**src/hw/pmp_cfg.svh**
```systemverilog
// Build-time constants of the PMP unit: region count and CSR addresses
// Included by the package and by every module that decodes CSRs

`ifndef PMP_CFG_SVH
`define PMP_CFG_SVH

// Region count and the pmpcfg words that hold them, four entries per word
`define PMP_NUM_REGIONS   8
`define PMP_NUM_CFG_WORDS 2

// CSR addresses
`define PMP_CSR_PMPCFG0  12'h3A0
`define PMP_CSR_PMPADDR0 12'h3B0
`define PMP_CSR_MSECCFG  12'h747

// Rule-locking bypass bit in mseccfg
`define PMP_RLB_BIT 2

`endif

```
**src/hw/pmp_pkg.sv**
```systemverilog
// Shared types of the PMP unit: privilege, entry config, CSR request and access
// Referenced by scoped name from the RTL and the testbench

`default_nettype none

`include "pmp_cfg.svh"

package pmp_pkg;

  typedef enum logic [1:0] {
    PRIV_U = 2'b00,
    PRIV_M = 2'b11
  } priv_e;

  typedef enum logic [1:0] {
    PMP_OFF   = 2'd0,
    PMP_TOR   = 2'd1,
    PMP_NA4   = 2'd2,
    PMP_NAPOT = 2'd3
  } pmp_mode_e;

  typedef enum logic [1:0] {
    ACC_READ  = 2'd0,
    ACC_WRITE = 2'd1,
    ACC_EXEC  = 2'd2
  } acc_kind_e;

  // One pmpNcfg byte, L in bit 7 down to R in bit 0
  typedef struct packed {
    logic       lock;
    logic [1:0] zero;
    pmp_mode_e  mode;
    logic       x;
    logic       w;
    logic       r;
  } pmp_entry_cfg_t;

  // A pmpcfg CSR seen whole or as its four entry bytes
  typedef union packed {
    logic [31:0]          raw;
    pmp_entry_cfg_t [3:0] entry;
  } pmpcfg_word_u;

  // Full architectural state, pmpaddr holds physical address bits 33:2
  typedef struct packed {
    pmp_entry_cfg_t [`PMP_NUM_REGIONS-1:0]      cfg;
    logic [`PMP_NUM_REGIONS-1:0][31:0]          addr;
    logic                                       rlb;
  } pmp_regs_t;

  typedef struct packed {
    logic        valid;
    logic        write;
    logic [11:0] addr;
    logic [31:0] wdata;
  } csr_req_t;

  typedef struct packed {
    logic [31:0] addr;
    acc_kind_e   kind;
  } pmp_access_t;

endpackage

`default_nettype wire

```
**src/hw/pmp_checker.sv**
```systemverilog
// Combinational PMP permission check of one access against all regions
// Lowest-index matching region decides; no match allows M-mode only

`timescale 1ns/1ps
`default_nettype none

`include "pmp_cfg.svh"

module pmp_checker (
  input  wire pmp_pkg::pmp_regs_t   regs_i,
  input  wire pmp_pkg::priv_e       priv_i,
  input  wire pmp_pkg::pmp_access_t acc_i,
  output logic                      allow_o
);

  localparam int num_regions = `PMP_NUM_REGIONS;

  logic [31:0]            word_addr;
  logic                   is_m;
  logic [num_regions-1:0] match;
  logic [num_regions-1:0] perm;

  // Word address widened to the pmpaddr format
  assign word_addr = {2'b00, acc_i.addr[31:2]};
  assign is_m      = priv_i == pmp_pkg::PRIV_M;

  for (genvar i = 0; i < num_regions; i++) begin : gen_region
    logic [31:0] lo_bound;
    logic [31:0] napot_care;
    logic        tor_hit;
    logic        na4_hit;
    logic        napot_hit;
    logic        kind_ok;

    if (i == 0) begin : gen_first
      assign lo_bound = '0;
    end else begin : gen_rest
      assign lo_bound = regs_i.addr[i-1];
    end

    // Trailing ones plus the next zero bit are don't-care
    assign napot_care = ~(regs_i.addr[i] ^ (regs_i.addr[i] + 32'd1));

    assign tor_hit   = (word_addr >= lo_bound) && (word_addr < regs_i.addr[i]);
    assign na4_hit   = word_addr == regs_i.addr[i];
    assign napot_hit = ((word_addr ^ regs_i.addr[i]) & napot_care) == '0;

    assign match[i] = ((regs_i.cfg[i].mode == pmp_pkg::PMP_TOR)   && tor_hit) ||
                      ((regs_i.cfg[i].mode == pmp_pkg::PMP_NA4)   && na4_hit) ||
                      ((regs_i.cfg[i].mode == pmp_pkg::PMP_NAPOT) && napot_hit);

    assign kind_ok = ((acc_i.kind == pmp_pkg::ACC_READ)  && regs_i.cfg[i].r) ||
                     ((acc_i.kind == pmp_pkg::ACC_WRITE) && regs_i.cfg[i].w) ||
                     ((acc_i.kind == pmp_pkg::ACC_EXEC)  && regs_i.cfg[i].x);

    // Unlocked entries do not restrict M-mode
    assign perm[i] = (is_m && !regs_i.cfg[i].lock) || kind_ok;
  end

  // Walk down so the lowest matching index is applied last
  always_comb begin
    allow_o = is_m;
    for (int i = num_regions - 1; i >= 0; i--) begin
      if (match[i]) begin
        allow_o = perm[i];
      end
    end
  end

endmodule

`default_nettype wire

```
**src/hw/pmp_csr_file.sv**
```systemverilog
// PMP configuration, address and mseccfg.RLB registers with their WARL write rules
// Serves CSR reads combinationally; writes land on the next rising edge

`timescale 1ns/1ps
`default_nettype none

`include "pmp_cfg.svh"

module pmp_csr_file (
  input  wire                       clk_i,
  input  wire                       rst_ni,
  input  wire pmp_pkg::csr_req_t    csr_req_i,
  input  wire pmp_pkg::priv_e       priv_i,
  output logic [31:0]               csr_rdata_o,
  output logic                      csr_err_o,
  output pmp_pkg::pmp_regs_t        regs_o
);

  localparam int num_regions = `PMP_NUM_REGIONS;
  localparam int cfg_idx_w   = $clog2(`PMP_NUM_CFG_WORDS);
  localparam int addr_idx_w  = $clog2(`PMP_NUM_REGIONS);

  pmp_pkg::pmp_regs_t     regs_q;
  pmp_pkg::pmp_regs_t     regs_d;
  pmp_pkg::pmpcfg_word_u  wr_word;
  pmp_pkg::pmpcfg_word_u  rd_word;

  logic [11:0]            cfg_off;
  logic [11:0]            addr_off;
  logic [cfg_idx_w-1:0]   cfg_sel;
  logic [addr_idx_w-1:0]  addr_sel;
  logic                   is_cfg;
  logic                   is_addr;
  logic                   is_msec;
  logic                   accept;
  logic                   wr_en;
  logic [num_regions-1:0] lock_vec;
  logic [num_regions-1:0] addr_frozen;

  // Locked bytes keep their value, W without R keeps the old RWX
  function automatic pmp_pkg::pmp_entry_cfg_t legal_cfg(
    input pmp_pkg::pmp_entry_cfg_t old_cfg,
    input pmp_pkg::pmp_entry_cfg_t new_cfg,
    input logic                    rlb
  );
    pmp_pkg::pmp_entry_cfg_t res;
    res = new_cfg;
    res.zero = 2'b00;
    if ({new_cfg.x, new_cfg.w, new_cfg.r} inside {3'd2, 3'd6}) begin
      {res.x, res.w, res.r} = {old_cfg.x, old_cfg.w, old_cfg.r};
    end
    if (old_cfg.lock && !rlb) begin
      res = old_cfg;
    end
    return res;
  endfunction

  // Address decode
  assign cfg_off  = csr_req_i.addr - `PMP_CSR_PMPCFG0;
  assign addr_off = csr_req_i.addr - `PMP_CSR_PMPADDR0;
  assign cfg_sel  = cfg_off[cfg_idx_w-1:0];
  assign addr_sel = addr_off[addr_idx_w-1:0];
  assign is_cfg   = cfg_off < 12'(`PMP_NUM_CFG_WORDS);
  assign is_addr  = addr_off < 12'(`PMP_NUM_REGIONS);
  assign is_msec  = csr_req_i.addr == `PMP_CSR_MSECCFG;

  // Only M-mode may touch the PMP CSRs
  assign csr_err_o = csr_req_i.valid &&
                     ((priv_i != pmp_pkg::PRIV_M) || !(is_cfg || is_addr || is_msec));
  assign accept    = csr_req_i.valid && !csr_err_o;
  assign wr_en     = accept && csr_req_i.write;

  assign wr_word.raw = csr_req_i.wdata;

  for (genvar i = 0; i < num_regions; i++) begin : gen_lock
    assign lock_vec[i] = regs_q.cfg[i].lock;
    // A locked TOR entry also pins the base address below it
    if (i < num_regions - 1) begin : gen_below_tor
      assign addr_frozen[i] = !regs_q.rlb &&
                              (regs_q.cfg[i].lock ||
                               (regs_q.cfg[i+1].lock &&
                                (regs_q.cfg[i+1].mode == pmp_pkg::PMP_TOR)));
    end else begin : gen_top
      assign addr_frozen[i] = !regs_q.rlb && regs_q.cfg[i].lock;
    end
  end

  // Next state for an accepted write
  always_comb begin
    regs_d = regs_q;
    for (int i = 0; i < num_regions; i++) begin
      if (is_cfg && (cfg_sel == cfg_idx_w'(i / 4))) begin
        regs_d.cfg[i] = legal_cfg(regs_q.cfg[i], wr_word.entry[i % 4], regs_q.rlb);
      end
      if (is_addr && (addr_sel == addr_idx_w'(i)) && !addr_frozen[i]) begin
        regs_d.addr[i] = csr_req_i.wdata;
      end
    end
    // RLB cannot be raised again once an entry is locked
    if (is_msec) begin
      if (!(csr_req_i.wdata[`PMP_RLB_BIT] && !regs_q.rlb && (|lock_vec))) begin
        regs_d.rlb = csr_req_i.wdata[`PMP_RLB_BIT];
      end
    end
  end

  always_ff @(posedge clk_i or negedge rst_ni) begin
    if (!rst_ni) begin
      regs_q <= '0;
    end else if (wr_en) begin
      regs_q <= regs_d;
    end
  end

  // Read data shows the value held before this cycle's write
  always_comb begin
    rd_word = '0;
    csr_rdata_o = '0;
    for (int i = 0; i < num_regions; i++) begin
      if (cfg_sel == cfg_idx_w'(i / 4)) begin
        rd_word.entry[i % 4] = regs_q.cfg[i];
      end
    end
    if (accept) begin
      if (is_cfg) begin
        csr_rdata_o = rd_word.raw;
      end else if (is_addr) begin
        csr_rdata_o = regs_q.addr[addr_sel];
      end else if (is_msec) begin
        csr_rdata_o[`PMP_RLB_BIT] = regs_q.rlb;
      end
    end
  end

  assign regs_o = regs_q;

endmodule

`default_nettype wire

```
**src/hw/pmp_unit.sv**
```systemverilog
// PMP unit top: CSR register file feeding the access checker
// CSR writes land on the next edge, access checks are combinational

`timescale 1ns/1ps
`default_nettype none

module pmp_unit (
  input  wire                       clk_i,
  input  wire                       rst_ni,
  input  wire pmp_pkg::csr_req_t    csr_req_i,
  input  wire pmp_pkg::priv_e       priv_i,
  input  wire pmp_pkg::pmp_access_t acc_i,
  output logic [31:0]               csr_rdata_o,
  output logic                      csr_err_o,
  output logic                      acc_allow_o
);

  // Stored PMP state shared by both halves
  pmp_pkg::pmp_regs_t regs;

  pmp_csr_file csr_file_inst (
    .clk_i       (clk_i),
    .rst_ni      (rst_ni),
    .csr_req_i   (csr_req_i),
    .priv_i      (priv_i),
    .csr_rdata_o (csr_rdata_o),
    .csr_err_o   (csr_err_o),
    .regs_o      (regs)
  );

  pmp_checker checker_inst (
    .regs_i  (regs),
    .priv_i  (priv_i),
    .acc_i   (acc_i),
    .allow_o (acc_allow_o)
  );

endmodule

`default_nettype wire

```
**config.mk**
```make
export PLATFORM = sky130hd
export DESIGN_NAME = pmp_unit
export DESIGN_NICKNAME = d
export VERILOG_FILES = /design/src/hw/pmp_pkg.sv /design/src/hw/pmp_checker.sv /design/src/hw/pmp_csr_file.sv /design/src/hw/pmp_unit.sv
export VERILOG_INCLUDE_DIRS = /design/src /design/src/hw
export SDC_FILE = /design/constraint.sdc
export NUM_CORES = 1
export LEC_CHECK = 0
export ABC_AREA = 1
export BUFFER_PORTS_ARGS = -buffer_cell sky130_fd_sc_hd__buf_2
export CELL_PAD_IN_SITES_DETAIL_PLACEMENT = 1
export CELL_PAD_IN_SITES_GLOBAL_PLACEMENT = 1
export CORE_MARGIN = 5
export CORE_UTILIZATION = 35
export CTS_CLUSTER_SIZE = 40
export DETAILED_ROUTE_END_ITERATION = 12
export PLACE_DENSITY_LB_ADDON = 0.3
export SKIP_CTS_REPAIR_TIMING = 1
export SLEW_MARGIN = 20
export SYNTH_ARGS = -nofsm -noshare
export SYNTH_HDL_FRONTEND = slang
export SYNTH_SLANG_ARGS = --single-unit
```
**constraint.sdc**
```tcl
create_clock -name clk_i -period 3.2 [get_ports clk_i]
set_input_delay 0.64 -clock clk_i [delete_from_list [all_inputs] [get_ports clk_i]]
set_output_delay 0.64 -clock clk_i [all_outputs]
set_load 0.005 [all_outputs]
```
==> metrics.txt <==
# TYPE chip_impl_metric gauge
chip_impl_info{name="status",value="complete, but fails checks"} 1
chip_impl_info{name="failed_checks",value="negative setup slack"} 1
chip_impl_metric{name="max_freq",unit="MHz"} 240
chip_impl_metric{name="clock_tree.buffer_depth",unit=""} 3
chip_impl_metric{name="fp-row-count",unit=""} 99
chip_impl_metric{name="stdcell_area",unit="um^2"} 37700
chip_impl_metric{name="post-route-period-util",unit="%"} 130
chip_impl_info{name="postSynth.topFlopCell",value="sky130_fd_sc_hd__dfrtp_1"} 1
chip_impl_metric{name="critical_path.max_stage_delay",unit="ns"} 0.43
chip_impl_info{name="reg2reg_to",value="csr_file_inst.regs_o[171]$_DFFE_PN0P_"} 1
chip_impl_metric{name="initial_utilization",unit="%"} 35.2
chip_impl_info{name="synth_top_cell_by_area",value="sky130_fd_sc_hd__dfrtp_1"} 1
chip_impl_info{name="timing.critical_path.max_delay_family",value="simple AND/OR/NAND/NOR gates"} 1
chip_impl_metric{name="globalRouteOverflowTotal",unit=""} 0
chip_impl_metric{name="placeableCoreArea",unit="um^2"} 72800
chip_impl_metric{name="place_ws",unit="ns"} -1.05
chip_impl_metric{name="synth.cell_area",unit="um^2"} 25700
chip_impl_metric{name="net_switching_component_of_the_power",unit="uW"} 3110
chip_impl_metric{name="worst-r2r-cell-count",unit=""} 6
chip_impl_metric{name="final-hold-violation-count",unit=""} 0
chip_impl_metric{name="synth-edff-count",unit=""} 0
chip_impl_metric{name="power.density_cell_area",unit="nW/um^2"} 276
chip_impl_metric{name="chipHeight",unit="um"} 281
chip_impl_metric{name="synth-seq-cells",unit=""} 305
chip_impl_metric{name="drt.antenna.violating_nets",unit=""} 0
chip_impl_metric{name="finalNetCount",unit=""} 5260
chip_impl_metric{name="post-route-drc-count",unit=""} 0
chip_impl_metric{name="reg2reg_setup_slack",unit="ns"} 1.15
chip_impl_metric{name="via_count_of_the_first_global_routing_pass",unit=""} 33700
chip_impl_metric{name="vdd.ir_drop.worst",unit="mV"} 0.350
chip_impl_info{name="r2r_start",value="csr_file_inst.regs_o[0]$_DFFE_PN0P_"} 1
chip_impl_info{name="grt_setup_unrepaired",value="yes"} 1
chip_impl_metric{name="drtPass1Iterations",unit=""} 5
chip_impl_metric{name="combinationalPowerShare",unit="%"} 17.9
chip_impl_info{name="timing.critical_path.cells",value="buf_4 > nand2_1 > nor3_2 > nand2_1 > nor2_2 > nand3_1 > o21ai_0 > nand2_1 > nor2_1 > nand2_1 > nor2_1 > nand3b_1 > nand2_2 > nor2_2 > nand2_2 > nand2_2 > a21oi_2 > buf_4 > buf_6"} 1
chip_impl_info{name="cts_tree",value="done"} 1
chip_impl_metric{name="route.vias.total",unit=""} 32600
chip_impl_metric{name="cts_htree_levels",unit=""} 2
chip_impl_metric{name="layout.core_utilization",unit="%"} 51.7
chip_impl_metric{name="clk_transition_reported_paths",unit="ns"} 0.06
chip_impl_info{name="end_kind",value="output port"} 1
chip_impl_metric{name="critical_path.n_buffers_inverters",unit=""} 3
chip_impl_metric{name="detail_route.wl_per_cell",unit="um"} 25.2
chip_impl_metric{name="clock-skew-final",unit="ns"} 0.0201
chip_impl_metric{name="max_slew_margin",unit="%"} 36.8
chip_impl_metric{name="p_seq_share",unit="%"} 37.1
chip_impl_metric{name="switching_share",unit="%"} 30.0
chip_impl_metric{name="hpwl",unit="um"} 120000
chip_impl_info{name="setup.worst_path.class",value="reg -> out"} 1
chip_impl_metric{name="antenna_violations_before_repair",unit=""} 7
chip_impl_metric{name="fin_tns_setup",unit="ns"} -8.38
chip_impl_metric{name="p_int",unit="uW"} 7280
chip_impl_metric{name="power.clock.fraction",unit="%"} 45.0
chip_impl_metric{name="asyncSetResetFlopFracSynth",unit="%"} 100
chip_impl_metric{name="maxCapViolations",unit=""} 0
chip_impl_metric{name="detailed_place.area",unit="um^2"} 34400
chip_impl_metric{name="via_density_per_instance",unit=""} 5.52
chip_impl_metric{name="synth_top_area_share",unit="%"} 29.7
chip_impl_metric{name="clock_sink_count",unit=""} 305
chip_impl_metric{name="ys_types",unit=""} 57
chip_impl_info{name="slowest_stage",value="sky130_fd_sc_hd__dfrtp_2"} 1
chip_impl_metric{name="port-buffer-count",unit=""} 115
chip_impl_metric{name="layout_setup_ws",unit="ns"} -0.961
chip_impl_metric{name="critPathArrivalTime",unit="ns"} 3.52
chip_impl_info{name="ctsRootBufferMaster",value="sky130_fd_sc_hd__clkbuf_16"} 1
chip_impl_metric{name="drive_gt1_share",unit="%"} 28.2
chip_impl_metric{name="maxSlewViolCount",unit=""} 0
chip_impl_metric{name="multiInputGateArea",unit="um^2"} 16500
chip_impl_metric{name="cts_inserted_buffers",unit=""} 40
chip_impl_metric{name="ys_seq_area_share",unit="%"} 29.7
chip_impl_metric{name="total_leakage_power",unit="uW"} 0.0177
chip_impl_metric{name="grt_first_pass_wirelength",unit="um"} 210000
chip_impl_metric{name="worst_ep_required_time",unit="ns"} 2.56
chip_impl_info{name="hold_path_class",value="in -> async"} 1
chip_impl_info{name="top_cells_by_area_synth",value="sky130_fd_sc_hd__dfrtp_1, sky130_fd_sc_hd__nand2_1, sky130_fd_sc_hd__ha_1"} 1
chip_impl_metric{name="postSynthAreaPerCell",unit="um^2"} 6.59
chip_impl_metric{name="minimum_period_implied_by_the_final_worst_setup_slack",unit="ns"} 4.16
chip_impl_metric{name="totalWireLength",unit="um"} 149000
chip_impl_metric{name="clk_latency",unit="ns"} 0.58
chip_impl_metric{name="design.die.area",unit="um^2"} 78800
chip_impl_metric{name="final-seq-area",unit="um^2"} 7650
chip_impl_metric{name="die_w",unit="um"} 281
chip_impl_metric{name="number_of_flip_flops_under_the_largest_register_name",unit=""} 305
chip_impl_metric{name="syn2layout_area_growth",unit="%"} 46.8
chip_impl_metric{name="largest_net_degree_at_the_start_of_global_routing",unit=""} 72
chip_impl_metric{name="worst_pin_slew",unit="ns"} 0.947
chip_impl_metric{name="ys_warn_count",unit=""} 0
chip_impl_metric{name="setup_failing_eps_final",unit=""} 54
chip_impl_metric{name="crit_path_max_fo",unit=""} 3
chip_impl_metric{name="pin_count",unit=""} 118
chip_impl_metric{name="synthesis.nets",unit=""} 4227
chip_impl_metric{name="finalWeightedCongestion",unit=""} 1.04
chip_impl_metric{name="netlist_instances",unit=""} 3893
chip_impl_info{name="worst_path_most_repeated_cell",value="sky130_fd_sc_hd__nand2_1"} 1
chip_impl_metric{name="groute.usage.overall",unit="%"} 35.7
chip_impl_info{name="startpoint_type",value="flop"} 1
chip_impl_metric{name="fillCellCount",unit=""} 9496
chip_impl_metric{name="dr.first_iter.drc_count",unit=""} 2654
worst max-delay path by stage:
stage                                                    start         endpoint  slack [ns]  depth (start not counted)
after floorplan                                  csr_req_i[38]  csr_rdata_o[30]        0.14                         12
after global placement                               acc_i[27]      acc_allow_o       -1.00                         18
after detailed placement                             acc_i[33]      acc_allow_o       -1.05                         17
after CTS                 csr_file_inst.regs_o[71]$_DFFE_PN0P_      acc_allow_o       -1.15                         20
after global routing      csr_file_inst.regs_o[71]$_DFFE_PN0P_      acc_allow_o       -1.08                         19
final                     csr_file_inst.regs_o[71]$_DFFE_PN0P_      acc_allow_o       -0.96                         19
cells in the mapped netlist (all sizes together) (6+ instances only):
library cell / number
o31ai: 6
o211ai: 9
buf: 39
o21a: 10
a21o: 7
nand4: 57
clkbuf: 52
inv: 589
nor4: 10
nor2: 439
nor3: 103
o21bai: 19
dfrtp: 305
nand2: 1025
a22oi: 13
o2111ai: 8
a21oi: 169
nand3: 132
ha: 250
o21ai: 432
a31oi: 8
o22ai: 153
nand3b: 6
metrics by stage:
| stage | std cells | power, uW | hold WS, ns |
|---|---|---|---|
| after floorplan | 3893 | 4590 | 0.344 |
| after global placement | 5792 | 5600 | 0.496 |
| after detailed placement | 5792 | 5650 | 0.503 |
| after CTS | 5862 | 10300 | 0.0487 |
| after global routing | 5915 | 10700 | 0.0543 |
| final | 5915 | 10400 | 0.0149 |
cell type report:
| type | instances | area share (%) |
|---|---|---|
| multi-input combinational | 2905 | 43.9 |
| timing repair buffer | 1082 | 23.2 |
| sequential | 305 | 20.3 |
| inverter | 592 | 6.00 |
| tap | 959 | 3.18 |
| clock buffer | 60 | 3.05 |
| clock inverter | 10 | 0.359 |
| antenna | 2 | 0.0133 |
power groups by stage:
stage	registers (uW)	logic [uW]	clock network [uW]
finish	3860	1860	4670
global route	3850	1980	4870
CTS	3860	1730	4710
detailed placement	3930	1720	0
global placement	3930	1680	0
floorplan	3930	665	0
placed cells by master, fill, tap and decap left out, drive strengths merged, types with 13 or more instances in the layout:
| cell type | Yosys | layout |
|---|---|---|
| buf | 39 | 1080 |
| nand2 | 1025 | 1025 |
| inv | 589 | 591 |
| nor2 | 439 | 439 |
| o21ai | 432 | 432 |
| dfrtp | 305 | 305 |
| ha | 250 | 250 |
| a21oi | 169 | 169 |
| o22ai | 153 | 153 |
| nand3 | 132 | 132 |
| nor3 | 103 | 103 |
| clkbuf | 52 | 62 |
| nand4 | 57 | 57 |
| o21bai | 19 | 19 |
| a22oi | 13 | 13 |
cell families after synthesis:
group,share of synthesized area (%)
muxes,0.0878
AOI/OAI and AO/OA,19.1
and+or+nand+nor,28.6
DFF,29.7
buffers and inverters,10.2
adders and majority gates,12.2
xor gates and xnor gates,0.102
layer usage:
layer	GRT usage, %	part of all wire (%)
met1	44.1	40
met5	0	0.0060
met2	59.7	47
met3	4.55	5.9
met4	21.6	7.7
Power figures use the tool's default switching activity.
